===== config.mk =====
export PLATFORM = sky130hd
export DESIGN_NAME = dither_top
export DESIGN_NICKNAME = d
export VERILOG_FILES = /design/src/design/dither_pkg.sv /design/src/design/dither_top.sv /design/src/design/dither_regs.sv /design/src/design/dither_gen.sv /design/src/design/sample_avg.sv
export VERILOG_INCLUDE_DIRS = /design/src /design/src/design
export SDC_FILE = /design/constraint.sdc
export NUM_CORES = 1
export LEC_CHECK = 0
export BUFFER_PORTS_ARGS = -buffer_cell sky130_fd_sc_hd__buf_2
export CAP_MARGIN = 20
export CORE_ASPECT_RATIO = 2
export CORE_MARGIN = 3
export CORE_UTILIZATION = 62
export DETAILED_ROUTE_END_ITERATION = 10
export PLACE_DENSITY = 0.81
export SLEW_MARGIN = 15
export SYNTH_ARGS = -nofsm -noshare
export SYNTH_HDL_FRONTEND = slang
export SYNTH_HIERARCHICAL = 1
export SYNTH_SLANG_ARGS = --single-unit

===== constraint.sdc =====
create_clock -name i_clk -period 4.7 [get_ports i_clk]
set_input_delay 0.47 -clock i_clk [delete_from_list [all_inputs] [get_ports i_clk]]
set_output_delay 0.47 -clock i_clk [all_outputs]
set_load 0.05 [all_outputs]

===== src/design/dither_cfg.svh =====
`ifndef DITHER_CFG_SVH
`define DITHER_CFG_SVH

// sample and modulation width, two's complement
`define DITHER_DW           16
// wide enough for 64 full-scale samples
`define DITHER_SUMW         24
// deepest average is 2^6 samples
`define DITHER_MAX_SHIFT    3'd6

`define DITHER_AXI_AW       8

// register map
`define DITHER_REG_CTRL     8'h00
`define DITHER_REG_WAIT     8'h04
`define DITHER_REG_AVG      8'h08
`define DITHER_REG_AMP      8'h0C
`define DITHER_REG_BIAS     8'h10
`define DITHER_REG_DATA_H   8'h14
`define DITHER_REG_DATA_L   8'h18
`define DITHER_REG_ERROR    8'h1C
`define DITHER_REG_STATUS   8'h20

`define DITHER_RESP_OKAY    2'b00
`define DITHER_RESP_SLVERR  2'b10

`endif

===== src/design/dither_pkg.sv =====
`include "dither_cfg.svh"

package dither_pkg;

    // programmed by software, sampled by the generator at DITHER_H
    typedef struct packed {
        logic                         enable;
        logic [31:0]                  wait_cnt;
        logic [2:0]                   avg_sel;
        logic signed [`DITHER_DW-1:0] amp;
        logic signed [`DITHER_DW-1:0] bias;
    } dither_cfg_t;

    // one completed dither cycle
    typedef struct packed {
        logic signed [`DITHER_DW-1:0] data_h;
        logic signed [`DITHER_DW-1:0] data_l;
        logic signed [`DITHER_DW-1:0] error;
    } dither_result_t;

    typedef enum logic [2:0] {
        RST,
        DITHER_H,
        WAIT_STABLE_H,
        ACQ_H,
        DITHER_L,
        WAIT_STABLE_L,
        ACQ_L,
        OUT_GEN
    } dither_state_e;

endpackage


===== src/design/dither_top.sv =====
`timescale 1ns/1ps
`include "dither_cfg.svh"

module dither_top
    import dither_pkg::*;
(
    input  logic                         i_clk,
    input  logic                         i_rst_n,
    input  logic [`DITHER_AXI_AW-1:0]    i_awaddr,
    input  logic                         i_awvalid,
    output logic                         o_awready,
    input  logic [31:0]                  i_wdata,
    input  logic                         i_wvalid,
    output logic                         o_wready,
    output logic                         o_bvalid,
    output logic [1:0]                   o_bresp,
    input  logic                         i_bready,
    input  logic [`DITHER_AXI_AW-1:0]    i_araddr,
    input  logic                         i_arvalid,
    output logic                         o_arready,
    output logic                         o_rvalid,
    output logic [31:0]                  o_rdata,
    output logic [1:0]                   o_rresp,
    input  logic                         i_rready,
    input  logic                         i_adc_valid,
    input  logic signed [`DITHER_DW-1:0] i_adc_data,
    output logic signed [`DITHER_DW-1:0] o_mod_out,
    output logic                         o_step_trig,
    output logic                         o_irq
);

    dither_cfg_t                  cfg;
    dither_result_t               result;
    logic                         result_stb;
    logic                         acq_start;
    logic [2:0]                   shift;
    logic                         avg_done;
    logic signed [`DITHER_DW-1:0] avg_mean;

    // interrupt is the result strobe itself
    assign o_irq = result_stb;

    dither_regs dither_regs_inst (
        .i_clk        (i_clk),
        .i_rst_n      (i_rst_n),
        .i_awaddr     (i_awaddr),
        .i_awvalid    (i_awvalid),
        .o_awready    (o_awready),
        .i_wdata      (i_wdata),
        .i_wvalid     (i_wvalid),
        .o_wready     (o_wready),
        .o_bvalid     (o_bvalid),
        .o_bresp      (o_bresp),
        .i_bready     (i_bready),
        .i_araddr     (i_araddr),
        .i_arvalid    (i_arvalid),
        .o_arready    (o_arready),
        .o_rvalid     (o_rvalid),
        .o_rdata      (o_rdata),
        .o_rresp      (o_rresp),
        .i_rready     (i_rready),
        .o_cfg        (cfg),
        .i_result     (result),
        .i_result_stb (result_stb)
    );

    dither_gen dither_gen_inst (
        .i_clk        (i_clk),
        .i_rst_n      (i_rst_n),
        .i_cfg        (cfg),
        .o_acq_start  (acq_start),
        .o_shift      (shift),
        .i_avg_done   (avg_done),
        .i_avg_mean   (avg_mean),
        .o_mod_out    (o_mod_out),
        .o_step_trig  (o_step_trig),
        .o_result     (result),
        .o_result_stb (result_stb)
    );

    sample_avg sample_avg_inst (
        .i_clk   (i_clk),
        .i_rst_n (i_rst_n),
        .i_start (acq_start),
        .i_shift (shift),
        .i_valid (i_adc_valid),
        .i_data  (i_adc_data),
        .o_done  (avg_done),
        .o_mean  (avg_mean)
    );

endmodule


===== src/design/dither_regs.sv =====
`timescale 1ns/1ps
`include "dither_cfg.svh"

module dither_regs
    import dither_pkg::*;
(
    input  logic                      i_clk,
    input  logic                      i_rst_n,
    input  logic [`DITHER_AXI_AW-1:0] i_awaddr,
    input  logic                      i_awvalid,
    output logic                      o_awready,
    input  logic [31:0]               i_wdata,
    input  logic                      i_wvalid,
    output logic                      o_wready,
    output logic                      o_bvalid,
    output logic [1:0]                o_bresp,
    input  logic                      i_bready,
    input  logic [`DITHER_AXI_AW-1:0] i_araddr,
    input  logic                      i_arvalid,
    output logic                      o_arready,
    output logic                      o_rvalid,
    output logic [31:0]               o_rdata,
    output logic [1:0]                o_rresp,
    input  logic                      i_rready,
    output dither_cfg_t               o_cfg,
    input  dither_result_t            i_result,
    input  logic                      i_result_stb
);

    logic           wr_fire;
    logic           wr_err;
    logic           rd_fire;
    logic           rd_err;
    logic [31:0]    rd_word;
    dither_result_t result_q;
    logic           new_flag;
    logic [15:0]    done_cnt;

    function automatic logic [31:0] sext(input logic [`DITHER_DW-1:0] v);
        sext = {{(32-`DITHER_DW){v[`DITHER_DW-1]}}, v};
    endfunction

    // address and data are taken together
    assign wr_fire   = i_awvalid & i_wvalid & ~o_bvalid;
    assign o_awready = wr_fire;
    assign o_wready  = wr_fire;

    assign rd_fire   = i_arvalid & ~o_rvalid;
    assign o_arready = ~o_rvalid;

    always_comb begin
        case (i_awaddr)
            `DITHER_REG_CTRL,
            `DITHER_REG_WAIT,
            `DITHER_REG_AVG,
            `DITHER_REG_AMP,
            `DITHER_REG_BIAS: wr_err = 1'b0;
            default:          wr_err = 1'b1;
        endcase
    end

    always_comb begin
        rd_word = '0;
        rd_err  = 1'b0;
        case (i_araddr)
            `DITHER_REG_CTRL:   rd_word = {31'd0, o_cfg.enable};
            `DITHER_REG_WAIT:   rd_word = o_cfg.wait_cnt;
            `DITHER_REG_AVG:    rd_word = {29'd0, o_cfg.avg_sel};
            `DITHER_REG_AMP:    rd_word = sext(o_cfg.amp);
            `DITHER_REG_BIAS:   rd_word = sext(o_cfg.bias);
            `DITHER_REG_DATA_H: rd_word = sext(result_q.data_h);
            `DITHER_REG_DATA_L: rd_word = sext(result_q.data_l);
            `DITHER_REG_ERROR:  rd_word = sext(result_q.error);
            `DITHER_REG_STATUS: rd_word = {done_cnt, 15'd0, new_flag};
            default:            rd_err  = 1'b1;
        endcase
    end

    always_ff @(posedge i_clk or negedge i_rst_n) begin
        if (!i_rst_n) begin
            o_cfg <= '0;
        end else if (wr_fire && !wr_err) begin
            case (i_awaddr)
                `DITHER_REG_CTRL: o_cfg.enable   <= i_wdata[0];
                `DITHER_REG_WAIT: o_cfg.wait_cnt <= i_wdata;
                `DITHER_REG_AVG:  o_cfg.avg_sel  <= i_wdata[2:0];
                `DITHER_REG_AMP:  o_cfg.amp      <= i_wdata[`DITHER_DW-1:0];
                `DITHER_REG_BIAS: o_cfg.bias     <= i_wdata[`DITHER_DW-1:0];
                default:          o_cfg          <= o_cfg;
            endcase
        end
    end

    // write response channel
    always_ff @(posedge i_clk or negedge i_rst_n) begin
        if (!i_rst_n) begin
            o_bvalid <= 1'b0;
            o_bresp  <= `DITHER_RESP_OKAY;
        end else if (wr_fire) begin
            o_bvalid <= 1'b1;
            o_bresp  <= wr_err ? `DITHER_RESP_SLVERR : `DITHER_RESP_OKAY;
        end else if (i_bready) begin
            o_bvalid <= 1'b0;
        end
    end

    // read data holds while rready is low
    always_ff @(posedge i_clk or negedge i_rst_n) begin
        if (!i_rst_n) begin
            o_rvalid <= 1'b0;
            o_rdata  <= '0;
            o_rresp  <= `DITHER_RESP_OKAY;
        end else if (rd_fire) begin
            o_rvalid <= 1'b1;
            o_rdata  <= rd_word;
            o_rresp  <= rd_err ? `DITHER_RESP_SLVERR : `DITHER_RESP_OKAY;
        end else if (i_rready) begin
            o_rvalid <= 1'b0;
        end
    end

    always_ff @(posedge i_clk or negedge i_rst_n) begin
        if (!i_rst_n) begin
            result_q <= '0;
            new_flag <= 1'b0;
            done_cnt <= '0;
        end else begin
            if (i_result_stb) begin
                result_q <= i_result;
                done_cnt <= done_cnt + 16'd1;
            end
            // a fresh result wins over a clearing read in the same cycle
            if (i_result_stb) begin
                new_flag <= 1'b1;
            end else if (rd_fire && i_araddr == `DITHER_REG_ERROR) begin
                new_flag <= 1'b0;
            end
        end
    end

endmodule


===== src/design/dither_gen.sv =====
`timescale 1ns/1ps
`include "dither_cfg.svh"

module dither_gen
    import dither_pkg::*;
(
    input  logic                         i_clk,
    input  logic                         i_rst_n,
    input  dither_cfg_t                  i_cfg,
    output logic                         o_acq_start,
    output logic [2:0]                   o_shift,
    input  logic                         i_avg_done,
    input  logic signed [`DITHER_DW-1:0] i_avg_mean,
    output logic signed [`DITHER_DW-1:0] o_mod_out,
    output logic                         o_step_trig,
    output dither_result_t               o_result,
    output logic                         o_result_stb
);

    dither_state_e                state;
    dither_state_e                state_nx;
    dither_cfg_t                  cfg_q;
    logic [31:0]                  wait_q;
    logic                         entering_acq;
    logic signed [`DITHER_DW-1:0] data_h_q;
    logic signed [`DITHER_DW-1:0] data_l_q;
    logic signed [`DITHER_DW-1:0] error_q;
    logic signed [`DITHER_DW:0]   diff;

    // depth clamp, the averager never sees more than 64 samples
    assign o_shift = (cfg_q.avg_sel > `DITHER_MAX_SHIFT) ? `DITHER_MAX_SHIFT : cfg_q.avg_sel;

    assign o_result = '{data_h: data_h_q, data_l: data_l_q, error: error_q};

    assign entering_acq = (state_nx == ACQ_H && state != ACQ_H) ||
                          (state_nx == ACQ_L && state != ACQ_L);

    // one extra bit so the difference never wraps
    assign diff = {data_h_q[`DITHER_DW-1], data_h_q} - {i_avg_mean[`DITHER_DW-1], i_avg_mean};

    always_comb begin
        state_nx = state;
        case (state)
            RST: begin
                if (i_cfg.enable) begin
                    state_nx = DITHER_H;
                end
            end
            DITHER_H: begin
                state_nx = (cfg_q.wait_cnt == '0) ? ACQ_H : WAIT_STABLE_H;
            end
            WAIT_STABLE_H: begin
                if (wait_q == '0) begin
                    state_nx = ACQ_H;
                end
            end
            ACQ_H: begin
                if (i_avg_done) begin
                    state_nx = DITHER_L;
                end
            end
            DITHER_L: begin
                state_nx = (cfg_q.wait_cnt == '0) ? ACQ_L : WAIT_STABLE_L;
            end
            WAIT_STABLE_L: begin
                if (wait_q == '0) begin
                    state_nx = ACQ_L;
                end
            end
            ACQ_L: begin
                if (i_avg_done) begin
                    state_nx = OUT_GEN;
                end
            end
            OUT_GEN: begin
                // a cleared enable takes effect only here
                state_nx = i_cfg.enable ? DITHER_H : RST;
            end
            default: state_nx = RST;
        endcase
    end

    always_ff @(posedge i_clk or negedge i_rst_n) begin
        if (!i_rst_n) begin
            state        <= RST;
            wait_q       <= '0;
            o_mod_out    <= '0;
            o_step_trig  <= 1'b0;
            o_acq_start  <= 1'b0;
            o_result_stb <= 1'b0;
        end else begin
            state        <= state_nx;
            o_step_trig  <= (state_nx == DITHER_H) || (state_nx == DITHER_L);
            o_acq_start  <= entering_acq;
            o_result_stb <= (state_nx == OUT_GEN);

            // settle counter loads in the one-cycle dither states
            if (state == DITHER_H || state == DITHER_L) begin
                wait_q <= cfg_q.wait_cnt - 32'd1;
            end else if (state == WAIT_STABLE_H || state == WAIT_STABLE_L) begin
                wait_q <= wait_q - 32'd1;
            end

            // outputs line up with the state they belong to
            case (state_nx)
                DITHER_H: o_mod_out <= i_cfg.bias + i_cfg.amp;
                DITHER_L: o_mod_out <= cfg_q.bias - cfg_q.amp;
                OUT_GEN:  o_mod_out <= cfg_q.bias;
                default:  o_mod_out <= o_mod_out;
            endcase
        end
    end

    always_ff @(posedge i_clk) begin
        if (state_nx == DITHER_H) begin
            cfg_q <= i_cfg;
        end
        if (state == ACQ_H && i_avg_done) begin
            data_h_q <= i_avg_mean;
        end
        if (state == ACQ_L && i_avg_done) begin
            data_l_q <= i_avg_mean;
            if (diff[`DITHER_DW] != diff[`DITHER_DW-1]) begin
                error_q <= diff[`DITHER_DW] ? {1'b1, {(`DITHER_DW-1){1'b0}}}
                                            : {1'b0, {(`DITHER_DW-1){1'b1}}};
            end else begin
                error_q <= diff[`DITHER_DW-1:0];
            end
        end
    end

endmodule


===== src/design/sample_avg.sv =====
`timescale 1ns/1ps
`include "dither_cfg.svh"

module sample_avg (
    input  logic                         i_clk,
    input  logic                         i_rst_n,
    input  logic                         i_start,
    input  logic [2:0]                   i_shift,
    input  logic                         i_valid,
    input  logic signed [`DITHER_DW-1:0] i_data,
    output logic                         o_done,
    output logic signed [`DITHER_DW-1:0] o_mean
);

    logic                           busy;
    logic [6:0]                     cnt;
    logic [6:0]                     target;
    logic [2:0]                     shift_q;
    logic signed [`DITHER_SUMW-1:0] sum;
    logic signed [`DITHER_SUMW-1:0] data_ext;
    logic signed [`DITHER_SUMW-1:0] sum_shifted;

    assign target      = 7'd1 << shift_q;
    assign data_ext    = {{(`DITHER_SUMW-`DITHER_DW){i_data[`DITHER_DW-1]}}, i_data};
    // arithmetic shift keeps negative means correct
    assign sum_shifted = sum >>> shift_q;
    assign o_mean      = sum_shifted[`DITHER_DW-1:0];

    always_ff @(posedge i_clk or negedge i_rst_n) begin
        if (!i_rst_n) begin
            busy   <= 1'b0;
            cnt    <= '0;
            o_done <= 1'b0;
        end else begin
            o_done <= 1'b0;
            if (i_start) begin
                busy <= 1'b1;
                cnt  <= '0;
            end else if (busy && i_valid) begin
                cnt <= cnt + 7'd1;
                if (cnt + 7'd1 == target) begin
                    busy   <= 1'b0;
                    o_done <= 1'b1;
                end
            end
        end
    end

    always_ff @(posedge i_clk) begin
        if (i_start) begin
            sum     <= '0;
            shift_q <= i_shift;
        end else if (busy && i_valid) begin
            sum <= sum + data_ext;
        end
    end

endmodule


After elaboration in Yosys (flattened, before gate mapping)
Index checks and enable logic that the tools add are counted.
- $lt $le $gt $ge: 1
- mux-type cells: 31
- bitwise operators: 5
- eq/ne operators: 28
- shift operators: 2
- add/sub/neg operators: 8
- reductions and logical operators: 31
- operator list (operator ; count):
    case mux 32 bit (9 select lines) ; 1
    logical NOT 32 bit ; 2
    2-to-1 mux 32 bit ; 2
    subtractor 32 x 1 -> 32 bit, second input constant ; 2
    case mux 16 bit (3 select lines) ; 1
    == test 8 x 5 -> 1 bit, second input constant ; 5
    == test 8 x 4 -> 1 bit, second input constant ; 4
    2-to-1 mux 16 bit ; 2
    adder 24 x 16 -> 24 bit ; 1
    case mux 3 bit (8 select lines) ; 1
    >>> shifter 24 x 3 -> 16 bit ; 1
    == test 3 bit, second input constant ; 7
    subtractor 16 x 16 -> 17 bit ; 1
    adder 16 x 1 -> 16 bit, second input constant ; 1
    adder 16 bit ; 1
    == test 8 x 3 -> 1 bit, second input constant ; 2
    logical NOT 8 bit ; 2
    subtractor 16 bit ; 1
    2-to-1 mux 3 bit ; 5
    2-to-1 mux 1 bit ; 14
    2-to-1 mux 7 bit ; 2
    AND reduction 2 bit ; 6
    nonzero test 2 bit ; 6
    == test 3 x 2 -> 1 bit, second input constant ; 3
    other kinds (18) ; 33
- logic and storage cells: 139
- register bits after elaboration: 376
- input bits: 72

Logic depth before layout (Yosys ltp)
Gate-level depths: netlist of run 1.
- depth in word-level cells: 6
- mapped depth: 18
- gate-level depth less buffers: 15

Cells and area by module
The synthesis of run 1 kept the hierarchy.
- by module, submodules not included (module ; cells an instance ; area each (sq um) ; times used ; sequential area each (sq um)):
    dither_gen ; 958 ; 9736.8 ; 1 ; 4804.6
    dither_regs ; 560 ; 7612.3 ; 1 ; 4229.1
    sample_avg ; 420 ; 3275.6 ; 1 ; 775.7

Least setup slack after synthesis of run 1
OpenSTA, ideal clock, no wires.
- path type: register to register
- from: register sample_avg_inst.shift_q[1]
- to: register dither_gen_inst.error_q[13], data pin
- data required time: 4426 ps
- arrival time: 3653 ps
- period minus slack after synthesis: 3927 ps
- stages on the path, launching flop included: 18
- setup slack: 773 ps
- path through: edfxtp_1 > buf_4 > buf_2 > mux2_2 > or2_2 > a21oi_1 > a21oi_1 > inv_1 > ha_1 > o211ai_1 > a21oi_1 > o41a_1 > a21oi_1 > o21a_1 > o21bai_1 > a41oi_1 > clkbuf_1 > o21ai_0
- cells in the longest elaborated chain, start to end: 4
- elaborated cells between the ends (all ways): 5
- classes of those cells: add/sub (1); eq/ne (1); shift (1); mux (2)
- RTL lines (element ; RTL line ; text):
    start: declaration ; sample_avg.sv:18 ; logic [2:0] shift_q;
    start signal: assignment ; sample_avg.sv:52 ; shift_q <= i_shift;
    >>> shifter 24 x 3 -> 16 bit * ; sample_avg.sv:26 ; assign sum_shifted = sum >>> shift_q;
    via avg_mean[3] ; dither_top.sv:38 ; logic signed [`DITHER_DW-1:0] avg_mean;
    subtractor 16 x 16 -> 17 bit * ; dither_gen.sv:39 ; assign diff = {data_h_q[`DITHER_DW-1], data_h_q} - {i_avg_mean[`DITHER_DW-1], i_avg_mean};
    2-to-1 mux 16 bit or != test 1 bit (tied branches) ; dither_gen.sv:124, dither_gen.sv:123 ;
    2-to-1 mux 16 bit * ; dither_gen.sv:123 ; if (diff[`DITHER_DW] != diff[`DITHER_DW-1]) begin
    end signal: assignment ; dither_gen.sv:124 ; error_q <= diff[`DITHER_DW] ? {1'b1, {(`DITHER_DW-1){1'b0}}}
    end signal: assignment ; dither_gen.sv:127 ; error_q <= diff[`DITHER_DW-1:0];
    end: declaration ; dither_gen.sv:27 ; logic signed [`DITHER_DW-1:0] error_q;
Mark *: on every way through the listed nets, which the timed path passes. The rest lies on a longest branch.
A chain may end at the register's enable or synchronous reset.

Worst setup path after layout of run 1
- from: register sample_avg_inst.shift_q[1]
- to: register dither_gen_inst.error_q[10], data pin
The elaborated chain is that of the path after synthesis.

==> results of run 1 <==
==> synthesized netlist by cell type (all sizes together) (18+ instances only) <==
| cell type | instances |
|---|---|
| a211oi | 20 |
| a21o | 24 |
| a21oi | 156 |
| a221o | 19 |
| a22o | 18 |
| a22oi | 23 |
| a31oi | 21 |
| and3 | 20 |
| buf | 43 |
| clkbuf | 49 |
| dfrtp | 232 |
| dfxtp | 23 |
| edfxtp | 118 |
| ha | 71 |
| inv | 67 |
| mux2 | 142 |
| mux2i | 41 |
| nand2 | 161 |
| nand3 | 45 |
| nor2 | 151 |
| nor3 | 47 |
| o211ai | 19 |
| o21ai | 110 |
| or3 | 19 |
| xnor2 | 42 |
| xor2 | 30 |
==> registers in the layout (all words and copies together) (netlist names), 23 cells and up <==
register	cells
dither_regs_inst/o_cfg	68
dither_regs_inst/o_rdata	32
dither_gen_inst/cfg_q	67
dither_regs_inst/result_q	48
sample_avg_inst/sum	23
dither_gen_inst/wait_q	32
==> layout by cell type, fill, tap and decap left out, drive strengths merged, types with 23 or more instances in the layout <==
master	instances
nor2	151
xor2	30
dfxtp	23
a22oi	23
clkbuf	47
nand3	45
mux2	142
edfxtp	118
buf	158
nand2	161
a21oi	156
inv	67
nor3	47
a21o	24
xnor2	42
dfrtp	232
ha	71
o21ai	110
mux2i	41
==> logic make-up after synthesis <==
kind of cell / share of synthesized area [%]
other cells: 0.01818
fa+ha+maj: 4.695
flops: 47.56
compound gates: 16.68
buf+inv: 3.579
simple gates: 13.01
xor+xnor: 3.094
mux: 11.36
==> worst paths after layout <==
kind                                                        from                                         to  slack, ps  cells past startpoint
setup / recovery            sample_avg_inst/shift_q[1]$_DFFE_PP_      dither_gen_inst/error_q[10]$_DFFE_PP_        240                     14
hold / removal                                           i_rst_n   dither_gen_inst/o_mod_out[9]$_DFFE_PN0P_        -70                      1
setup reg to reg            sample_avg_inst/shift_q[1]$_DFFE_PP_      dither_gen_inst/error_q[10]$_DFFE_PP_        240                     14
hold reg to reg            dither_gen_inst/error_q[15]$_DFFE_PP_  dither_regs_inst/result_q[15]$_DFFE_PN0P_        470                      1
max in group asynchronous                                i_rst_n      dither_regs_inst/o_rvalid$_DFFE_PN0P_       3440                      2
min in group i_clk                                      i_rready      dither_regs_inst/o_rvalid$_DFFE_PN0P_        120                      2
==> metrics by stage <==
step / hold WS (ps) / setup slack (ps) / cell area (µm²) / std cells / total power [mW]
2_1_floorplan: 174.4 / 772.6 / 20630 / 1939 / 6.325
3_3_place_gp: 450.5 / 535.4 / 21560 / 2431 / 7.044
3_5_place_dp: 435.0 / 354.4 / 21590 / 2432 / 7.170
4_1_cts: 6.614 / 322.8 / 22730 / 2495 / 10.06
5_1_grt: 23.94 / 58.10 / 22730 / 2495 / 10.59
6_report: -65.90 / 241.8 / 22730 / 2495 / 10.08
==> layout make-up <==
class / count / share of cell area [%]
clock inverter: 16 / 0.7596
multi-input combinational: 1405 / 44.37
clock buffer: 47 / 4.282
tap: 427 / 2.350
sequential: 373 / 43.16
timing repair buffer: 158 / 3.941
inverter: 69 / 1.139
==> power by group <==
group,internal (mW),leakage [nW],switching (mW)
Combinational,1.15,5.06,1.91
Sequential,3.73,4.38,0.405
Clock,1.63,0.554,1.26
Total,6.51,9.99,3.57
==> routing by layer <==
layer / track usage, % / vias to the layer above
li1: - / 7410
met1: 31.31 / 8012
met2: 59.66 / 694
met3: 4.516 / 293
met4: 25.63 / 2
met5: 0 / -
==> critical path: cells and delay by family, from the launching register on <==
| kind | cells | cell delay (ps) |
|---|---|---|
| buffers and inverters | 1 | 230 |
| adders and majority gates | 2 | 720 |
| DFF | 1 | 780 |
| AOI/OAI and AO/OA | 9 | 1940 |
| and+or+nand+nor | 1 | 200 |
| muxes | 1 | 420 |
==> qor.csv, run 1 <==
stage,metric,value,unit
timing,slew margin rel.,38.95,%
timing,RSZ-0062 raised after global routing,false,
floorplan,Initial Util,63.53,%
critical_path,Slowest Stage Delay on Critical Path,780,ps
logic_synthesis,Async SR Flop Fraction,62.20,%
logic_synthesis,YS warnings,6,
placed_design,RD Place Congestion,0.9722,
floorplan,die area,35620,µm²
global_routing,total gr overflow,0,
logic_synthesis,post-synthesis sequential area ratio,47.56,%
drt,top sig layer,met5,
timing,Final Hold Viols,11,
timing,setup violators final,0,
timing,clock skew,18.40,ps
critical_path,worst setup path class,flop to flop,
cts,Hold Buf Count CTS,0,
global_routing,initial antenna violation count,1,
run_status,violated checks,hold timing,
cells_and_area,fin util,70.02,%
logic_synthesis,dominant cell type by area after synthesis,dfrtp_1,
critical_path,CP arrival,4820,ps
drt,wire per inst,23.29,µm
cts,Clock H-tree levels,2,
cells_and_area,final-stage net count,2189,
cts,CTS tree,yes,
cells_and_area,layout cells sized above 1,19.92,%
logic_synthesis,Syn Inst Count,1938,
logic_synthesis,Synth cell types,102,
job,Max Cap Viol,0,
cells_and_area,Filler Cell Count,2326,
timing,Tcrit/Tclk final,94.86,%
logic_synthesis,syn_area_per_cell,10.64,µm²
critical_path,critical path's slowest cell,edfxtp_1,
floorplan,Site Rows,93,
logic_synthesis,Mapped Area,20620,µm²
critical_path,CP cell instances,"mux2_2, o21ai_0, o21ai_0, ha_1, fa_1, nand2b_1, a21oi_1, o41a_1, a21oi_1, o21a_1, o21bai_1, a41oi_1, buf_4, a21oi_1",
floorplan,DIE WIDTH,135.0,µm
floorplan,die span in y,263.9,µm
floorplan,# IOs,131,
cts,CTS sink cnt,373,
drt,detailed-route via count,16411,
critical_path,CP dominant cell by count,a21oi_1,
floorplan,CORE AREA,32460,µm²
cts,clk_lat worst skew,540,ps
timing,maximum clock rate,0.2243,GHz
run_status,outcome,finished with violations,
cells_and_area,P&R area growth vs syn,10.22,%
logic_synthesis,largest cells by area after synthesis,"dfrtp_1 28%, edfxtp_1 17%, mux2_2 6.8%",
timing,Worst Tran Pin Value,915.7,ps
timing,Fin Hold WS,-65.90,ps
logic_synthesis,Post-synth EDFFs,118,
drt,Antenna Nets Post-Route,0,
critical_path,Critical Path Fanout Max,17,
cells_and_area,Register Area,9811,µm²
cts,"Reg clk slew, reported paths",70,ps
logic_synthesis,Yosys reg bits,373,
drt,routed wire length,58100,µm
critical_path,critical path capture point type,flop,
drt,Iter 0 DRT Violations,1050,
timing,max-slew violation count,0,
critical_path,Worst EP required,5060,ps
cts,clock root cell,clkbuf_16,
cells_and_area,# diodes,0,
global_routing,vias in the first global route,17038,
drt,Via density,6.578,
drt,DRT Pass-1 Iters,5,
logic_synthesis,Yosys top cell area share,28.15,%
global_routing,GR Util All Layers,32.35,%
placed_design,Post-DP HPWL,43320,µm
power_and_ir_drop,Leak,9.986,nW
cts,CTS Buffer Depth,3,
timing,post-route minimum period,4458,ps
cells_and_area,Multi-input gate area,10090,µm²
power_and_ir_drop,Peak VDD IR,0.4156,mV
cts,CTS Buf Count,35,
logic_synthesis,Post-synth top flop,dfrtp_1,
global_routing,largest net degree at the start of global routing,109,
placed_design,I/O Buffers,128,
min_path,Hold WC Path Type,primary input to asynchronous set/reset pin,
power_and_ir_drop,power per cell area,443.5,nW/µm²
critical_path,startpoint class of the critical path,flop,
global_routing,first-pass GRT wire length,90630,µm
cts,post-cts sizing count,0,
drt,# DRC,0,
drt,met3 wire len,2761,µm
timing,setup TNS,0,ps
drt,M1 WL,18400,µm
drt,Met2 Wirelength,31280,µm
cts,postcts setup bufs,0,
Power figures use the tool's default switching activity.
==> run 2: changes to the inputs <==
--- a/config.mk
+++ b/config.mk
@@ -13,2 +13,3 @@
 export CORE_UTILIZATION = 62
+export CTS_BUF_LIST = sky130_fd_sc_hd__clkbuf_16
 export DETAILED_ROUTE_END_ITERATION = 10
==> constraint.sdc (replaced) <==
create_clock -name i_clk -period 4.7 [get_ports i_clk]
set_input_delay 0.705 -clock i_clk [delete_from_list [all_inputs] [get_ports i_clk]]
set_output_delay 0.705 -clock i_clk [all_outputs]
set_load 0.05 [all_outputs]
==> run 2 against run 1 <==
Against the previous run: clock-buffer cell count decreased by 9; critical path type unchanged; non-clock buffer count increased by 4; cell area about the same; flip-flop and latch count unchanged; highest routed layer unchanged; utilization about the same; sequential power about the same; first-iteration DRC count decreased by 6.7%; cell count increased by 0.24%; clock skew decreased by 3.2 ps; the flow now finishes without violations; largest cell class unchanged.
==> qor.csv, run 2 (synthesis results as in run 1) <==
stage,metric,value,unit,change
run_status,outcome,"complete, no violations",,
floorplan,Site Rows,93,,unchanged
drt,Iter 0 DRT Violations,980,,-6.7%
floorplan,# IOs,131,,unchanged
cts,CTS Buf Count,34,,-2.9%
cts,clock root cell,clkbuf_16,,
timing,slew margin rel.,26.34,%,-13 points
drt,wire per inst,22.92,µm,-1.6%
placed_design,Post-DP HPWL,42950,µm,-0.84%
timing,Tcrit/Tclk final,92.48,%,-2.4 points
drt,routed wire length,57320,µm,-1.3%
critical_path,CP arrival,4600,ps,-220 ps
placed_design,RD Place Congestion,0.9591,,-1.3%
critical_path,startpoint class of the critical path,flop,,
timing,Final Hold Viols,0,,-11
global_routing,initial antenna violation count,6,,+5
timing,maximum clock rate,0.2301,GHz,+2.6%
cts,CTS tree,yes,,
critical_path,critical path capture point type,flop,,
critical_path,R2R Setup Slk,350,ps,+110 ps
floorplan,die area,35620,µm²,unchanged
global_routing,largest net degree at the start of global routing,130,,+19%
cells_and_area,final-stage net count,2192,,+0.14%
global_routing,vias in the first global route,16805,,-1.4%
drt,DRT Pass-1 Iters,6,,+1
critical_path,R2R depth,15,,+1
power_and_ir_drop,Peak VDD IR,0.3598,mV,-13%
timing,clock skew,15.17,ps,-3.233 ps
power_and_ir_drop,"Power, Total",9.918,mW,-1.6%
cts,CTS sink cnt,373,,unchanged
cells_and_area,layout cells sized above 1,20.14,%,+0.21 points
floorplan,CORE AREA,32460,µm²,unchanged
critical_path,Worst EP required,4960,ps,-100 ps
min_path,Hold WC Path Type,primary input to asynchronous set/reset pin,,
cells_and_area,max reg flops,68,,unchanged
timing,Worst Tran Pin Value,1105,ps,+189.3 ps
job,Max Cap Viol,0,,unchanged
drt,detailed-route via count,16445,,+0.21%
cts,post-cts sizing count,0,,unchanged
cells_and_area,P&R area growth vs syn,10.15,%,about the same
timing,setup violators final,0,,unchanged
critical_path,origin of the critical flop-to-flop path,sample_avg_inst/shift_q[0]$_DFFE_PP_,,
critical_path,r2r endpoint,dither_gen_inst/error_q[13]$_DFFE_PP_,,
cells_and_area,Filler Cell Count,2316,,-0.43%
cts,"Reg clk slew, reported paths",70,ps,about the same
timing,max-slew violation count,0,,unchanged
power_and_ir_drop,Leak,10.01,nW,+0.22%
floorplan,die span in y,263.9,µm,unchanged
cells_and_area,most frequent cells in the layout,"231 x dfrtp_1, 159 x nand2_1, 154 x a21oi_1",,
cts,clk_lat worst skew,530,ps,about the same
floorplan,DIE WIDTH,135.0,µm,unchanged
cells_and_area,"commonest non-fill, non-tap cell in the layout",dfrtp_1,,
drt,# DRC,0,,unchanged
timing,post-route minimum period,4347,ps,-111.7 ps
placed_design,I/O Buffers,128,,unchanged
cts,CTS Buffer Depth,3,,unchanged
cells_and_area,Reg with most FFs,dither_regs_inst/o_cfg,,
floorplan,Initial Util,63.53,%,unchanged
drt,Via density,6.575,,about the same
global_routing,GR Util All Layers,32.03,%,-0.32 points
critical_path,worst setup path class,flop to flop,,
drt,Antenna Nets Post-Route,0,,unchanged
global_routing,first-pass GRT wire length,89440,µm,-1.3%
timing,RSZ-0062 raised after global routing,false,,
cts,Clock H-tree levels,2,,unchanged
critical_path,Critical Path Fanout Max,20,,+3
timing,setup TNS,0,ps,unchanged
power_and_ir_drop,power per cell area,436.6,nW/µm²,-1.6%
timing,final worst slack,353.4,ps,+111.7 ps
cells_and_area,Regs by FF count,"dither_regs_inst/o_cfg x68, dither_gen_inst/cfg_q x67, dither_regs_inst/result_q x48",,
placed_design,pre-CTS setup slack,342.4,ps,-11.93 ps
global_routing,total gr overflow,0,,unchanged
[run 2: final cells by class]
cell class,count,area (µm²),area share [%]
Antenna cell,3,7.507,0.03305
Clock buffer,38,950.9,4.186
Clock inverter,24,148.9,0.6554
Inverter,69,259.0,1.140
Multi-Input combinational cell,1405,10090,44.41
Sequential cell,373,9811,43.18
Tap cell,427,534.3,2.352
Timing Repair Buffer,162,918.4,4.043
[run 2: metrics by stage]
stage          instances  hold slack (ps)  utilization [%]  instance area (µm²)
6_report            2501            205.5            69.98                22720
4_1_cts             2492            313.6            69.82                22670
5_1_grt             2498            318.4            69.95                22710
2_1_floorplan       1939            409.4                -                20630
3_3_place_gp        2430            451.1            66.42                21560
3_5_place_dp        2430            447.3            66.43                21570
[run 2: worst max path at each step]
stage	from	endpoint	slack [ps]	depth (start not counted)
floorplan	sample_avg_inst/shift_q[1]$_DFFE_PP_	dither_gen_inst/error_q[13]$_DFFE_PP_	770	17
global placement	sample_avg_inst/shift_q[1]$_DFFE_PP_	dither_gen_inst/error_q[0]$_DFFE_PP_	540	14
detailed placement	sample_avg_inst/shift_q[1]$_DFFE_PP_	dither_gen_inst/error_q[13]$_DFFE_PP_	340	14
CTS	sample_avg_inst/shift_q[1]$_DFFE_PP_	dither_gen_inst/error_q[10]$_DFFE_PP_	290	14
global route	sample_avg_inst/shift_q[0]$_DFFE_PP_	dither_gen_inst/error_q[13]$_DFFE_PP_	30	14
finish	sample_avg_inst/shift_q[0]$_DFFE_PP_	dither_gen_inst/error_q[13]$_DFFE_PP_	350	15
[run 2: layer usage]
layer	routed length, µm	GRT usage (%)	vias up
met2	30610	58.42	680
li1	-	-	7434
met5	7	0	-
met4	5619	25.85	2
met1	18190	30.93	8038
met3	2900	5.145	291
[run 2: report_power, final]
part | switching (mW) | internal [mW] | leakage [nW] | total, mW
Combinational | 1.89 | 1.14 | 5.07 | 3.03
Sequential | 0.401 | 3.73 | 4.38 | 4.13
Clock | 1.24 | 1.52 | 0.560 | 2.76
[run 2: critical path, stage by stage, from the launching register on]
cell and delay (ps):
edfxtp_1 560, inv_1 510, nor2_1 100, or3_1 350, o21ai_0 140, inv_1 80, ha_1 400, o211ai_1 130
a21oi_1 110, o41a_1 450, a21oi_1 280, o21a_1 250, o21bai_1 110, a41oi_1 220, buf_4 240, o21ai_0 120
[run 2: timing repair]
item	CTS	global route
hold buffers	0	0
endpoints found under the setup margin	0	5
setup buffers	0	6
==> run 3: changes to the inputs <==
Settings changed: CORE_MARGIN 3 to unset, TNS_END_PERCENT set to 1.
==> run 3 against run 2 <==
Against the previous run: via count grew 0.34%; die area decreased by 4.4%; worst hold slack lost 40 ps.
==> qor.csv, run 3 (synthesis results as in run 1) <==
stage,metric,value,unit,change
run_status,outcome,"complete, no violations",,
cells_and_area,most frequent cells in the layout,"231 x dfrtp_1, 160 x nand2_1, 154 x a21oi_1",,
floorplan,Site Rows,94,,+1.1%
global_routing,vias in the first global route,16655,,-0.89%
critical_path,worst setup path class,flop to flop,,
power_and_ir_drop,P_sw,3.613,mW,+2.5%
cts,Clock H-tree levels,2,,unchanged
floorplan,DIE WIDTH,131.0,µm,-3.0%
global_routing,total gr overflow,0,,unchanged
power_and_ir_drop,Leak,10.03,nW,+0.18%
placed_design,"Cell Area, Placed",21580,µm²,about the same
power_and_ir_drop,clock power share,28.8,%,+1.0 points
cells_and_area,"commonest non-fill, non-tap cell in the layout",dfrtp_1,,
power_and_ir_drop,P_int,6.468,mW,+1.2%
power_and_ir_drop,power per cell area,442.3,nW/µm²,+1.3%
cts,CTS tree,yes,,
timing,Worst Tran Pin Value,928.8,ps,-176.2 ps
critical_path,Critical Path Fanout Max,28,,+40%
global_routing,GR Util All Layers,35.08,%,+3.1 points
drt,wire per inst,23.24,µm,+1.4%
cells_and_area,P&R area growth vs syn,10.50,%,
placed_design,RD Place Congestion,0.9816,,+2.3%
job,Max Cap Viol,0,,unchanged
timing,setup violators final,0,,unchanged
cells_and_area,layout cells sized above 1,20.08,%,-0.058 points
critical_path,CP arrival,4610,ps,about the same
cts,CTS Buffer Depth,3,,unchanged
timing,slew margin rel.,38.08,%,+12 points
cts,CTS sink cnt,373,,unchanged
power_and_ir_drop,Sw Ratio,35.84,%,+0.29 points
drt,detailed-route via count,16501,,+0.34%
timing,maximum clock rate,0.2361,GHz,+2.6%
timing,clock skew,24.70,ps,+9.539 ps
timing,RSZ-0062 raised after global routing,false,,
cells_and_area,final-stage net count,2192,,unchanged
critical_path,startpoint class of the critical path,flop,,
floorplan,CORE AREA,32810,µm²,+1.1%
drt,DRT Pass-1 Iters,6,,unchanged
global_routing,initial antenna violation count,4,,-2
drt,Antenna Nets Post-Route,0,,unchanged
min_path,Hold WC Path Type,primary input to asynchronous set/reset pin,,
critical_path,origin of the critical flop-to-flop path,sample_avg_inst/shift_q[0]$_DFFE_PP_,,
critical_path,crit path from,sample_avg_inst/shift_q[0]$_DFFE_PP_,,
drt,Via density,6.582,,+0.10%
timing,Final Hold Viols,0,,unchanged
timing,Tcrit/Tclk final,90.12,%,-2.4 points
placed_design,Post-DP HPWL,43200,µm,+0.57%
floorplan,# IOs,131,,unchanged
drt,routed wire length,58270,µm,+1.7%
cells_and_area,post-route cell area,22790,µm²,+0.32%
cells_and_area,Reg with most FFs,dither_regs_inst/o_cfg,,
critical_path,R2R depth,15,,unchanged
cts,"Reg clk slew, reported paths",70,ps,about the same
critical_path,R2R Setup Slk,460,ps,+110 ps
critical_path,Worst setup endpoint,dither_gen_inst/error_q[8]$_DFFE_PP_,,
power_and_ir_drop,Logic pwr share,30.0,%,-0.6 points
cts,CTS Buf Count,36,,+5.9%
timing,setup TNS,0,ps,unchanged
timing,post-route minimum period,4235,ps,-111.1 ps
placed_design,I/O Buffers,128,,unchanged
drt,# DRC,0,,unchanged
critical_path,critical path capture point type,flop,,
drt,Iter 0 DRT Violations,1042,,+6.3%
critical_path,r2r endpoint,dither_gen_inst/error_q[8]$_DFFE_PP_,,
global_routing,first-pass GRT wire length,89340,µm,-0.11%
power_and_ir_drop,Peak VDD IR,0.3792,mV,+5.4%
cts,Hold Buf Count CTS,0,,unchanged
cts,clock root cell,clkbuf_16,,
floorplan,die area,34040,µm²,-4.4%
floorplan,Initial Util,62.85,%,-0.68 points
timing,max-slew violation count,0,,unchanged
cells_and_area,max reg flops,68,,unchanged
cells_and_area,Regs by FF count,"dither_regs_inst/o_cfg x68, dither_gen_inst/cfg_q x67, dither_regs_inst/result_q x48",,
global_routing,largest net degree at the start of global routing,111,,-15%
critical_path,Worst EP required,5070,ps,+110 ps
floorplan,die span in y,259.9,µm,-1.5%
power_and_ir_drop,Seq pwr share,41.2,%,-0.4 points
cts,clk_lat worst skew,550,ps,+20 ps
[run 3: metal layers]
metal | part of all wire [%] | vias to the layer above | routed length [µm] | global-route usage, %
li1 | - | 7430 | - | -
met5 | 0.029 | - | 17 | 0
met4 | 8.8 | 2 | 5125 | 28.19
met3 | 5.4 | 292 | 3133 | 5.308
met1 | 31 | 8054 | 18280 | 33.51
met2 | 54 | 723 | 31720 | 64.59
[run 3: final cells by class]
class                      count  area (µm²)
tap                          432       540.5
antenna                        3       7.507
clock buffer                  38       950.9
clock inverter                27       220.2
fill                        2397       10020
inverter                      69       259.0
sequential                   373        9811
timing repair buffer         160       915.9
multi-input combinational   1405       10090
[run 3: power groups by stage]
stage                     logic [mW]  clock network [mW]  registers [mW]
after floorplan                 2.10                   0            4.23
after CTS                       2.98                2.93            4.14
final                           3.02                2.91            4.16
after detailed placement        2.97                   0            4.20
after global placement          2.87                   0            4.18
after global routing            3.34                3.05            4.20
[run 3: repair_timing]
| action | in CTS | in global routing |
|---|---|---|
| endpoints found under the setup margin | 0 | 7 |
| setup buffers | 0 | 3 |
| resized for setup | 0 | 0 |
[run 3: how the worst min path moves through the flow]
stage | start | to | slack [ps] | cells past startpoint
finish | i_rst_n | dither_gen_inst/wait_q[8]$_DFFE_PN0P_ | 170 | 1
global placement | dither_gen_inst/cfg_q[34]$_DFFE_PN_ | sample_avg_inst/shift_q[2]$_DFFE_PP_ | 460 | 0
detailed placement | dither_gen_inst/cfg_q[34]$_DFFE_PN_ | sample_avg_inst/shift_q[2]$_DFFE_PP_ | 440 | 0
floorplan | i_rst_n | dither_gen_inst/o_acq_start$_DFF_PN0_ | 410 | 0
global route | i_rst_n | dither_gen_inst/wait_q[8]$_DFFE_PN0P_ | 330 | 1
CTS | i_rst_n | dither_gen_inst/o_mod_out[3]$_DFFE_PN0P_ | 280 | 1
[run 3: metrics by stage]
stage	hold WS (ps)	utilization [%]	power, mW	std cells	setup WS [ps]
2_1_floorplan	409.4	-	6.325	1939	772.6
4_1_cts	281.4	69.32	10.05	2501	257.0
3_3_place_gp	455.2	65.76	7.054	2436	398.3
6_report	165.6	69.45	10.08	2507	464.5
3_5_place_dp	442.5	65.76	7.168	2436	284.0
5_1_grt	326.6	69.45	10.59	2507	280.4
[run 3: worst max-delay path, cell delays in order, from the launching register on]
cell	delay, ps
edfxtp_1	350
buf_4	290
mux4_2	530
nand2_1	100
o21ai_0	180
ha_1	300
fa_1	400
nand2b_1	220
a21oi_1	260
o41a_1	280
a21oi_1	150
o21a_1	250
o21bai_1	200
a41oi_1	140
buf_4	230
a21oi_1	160
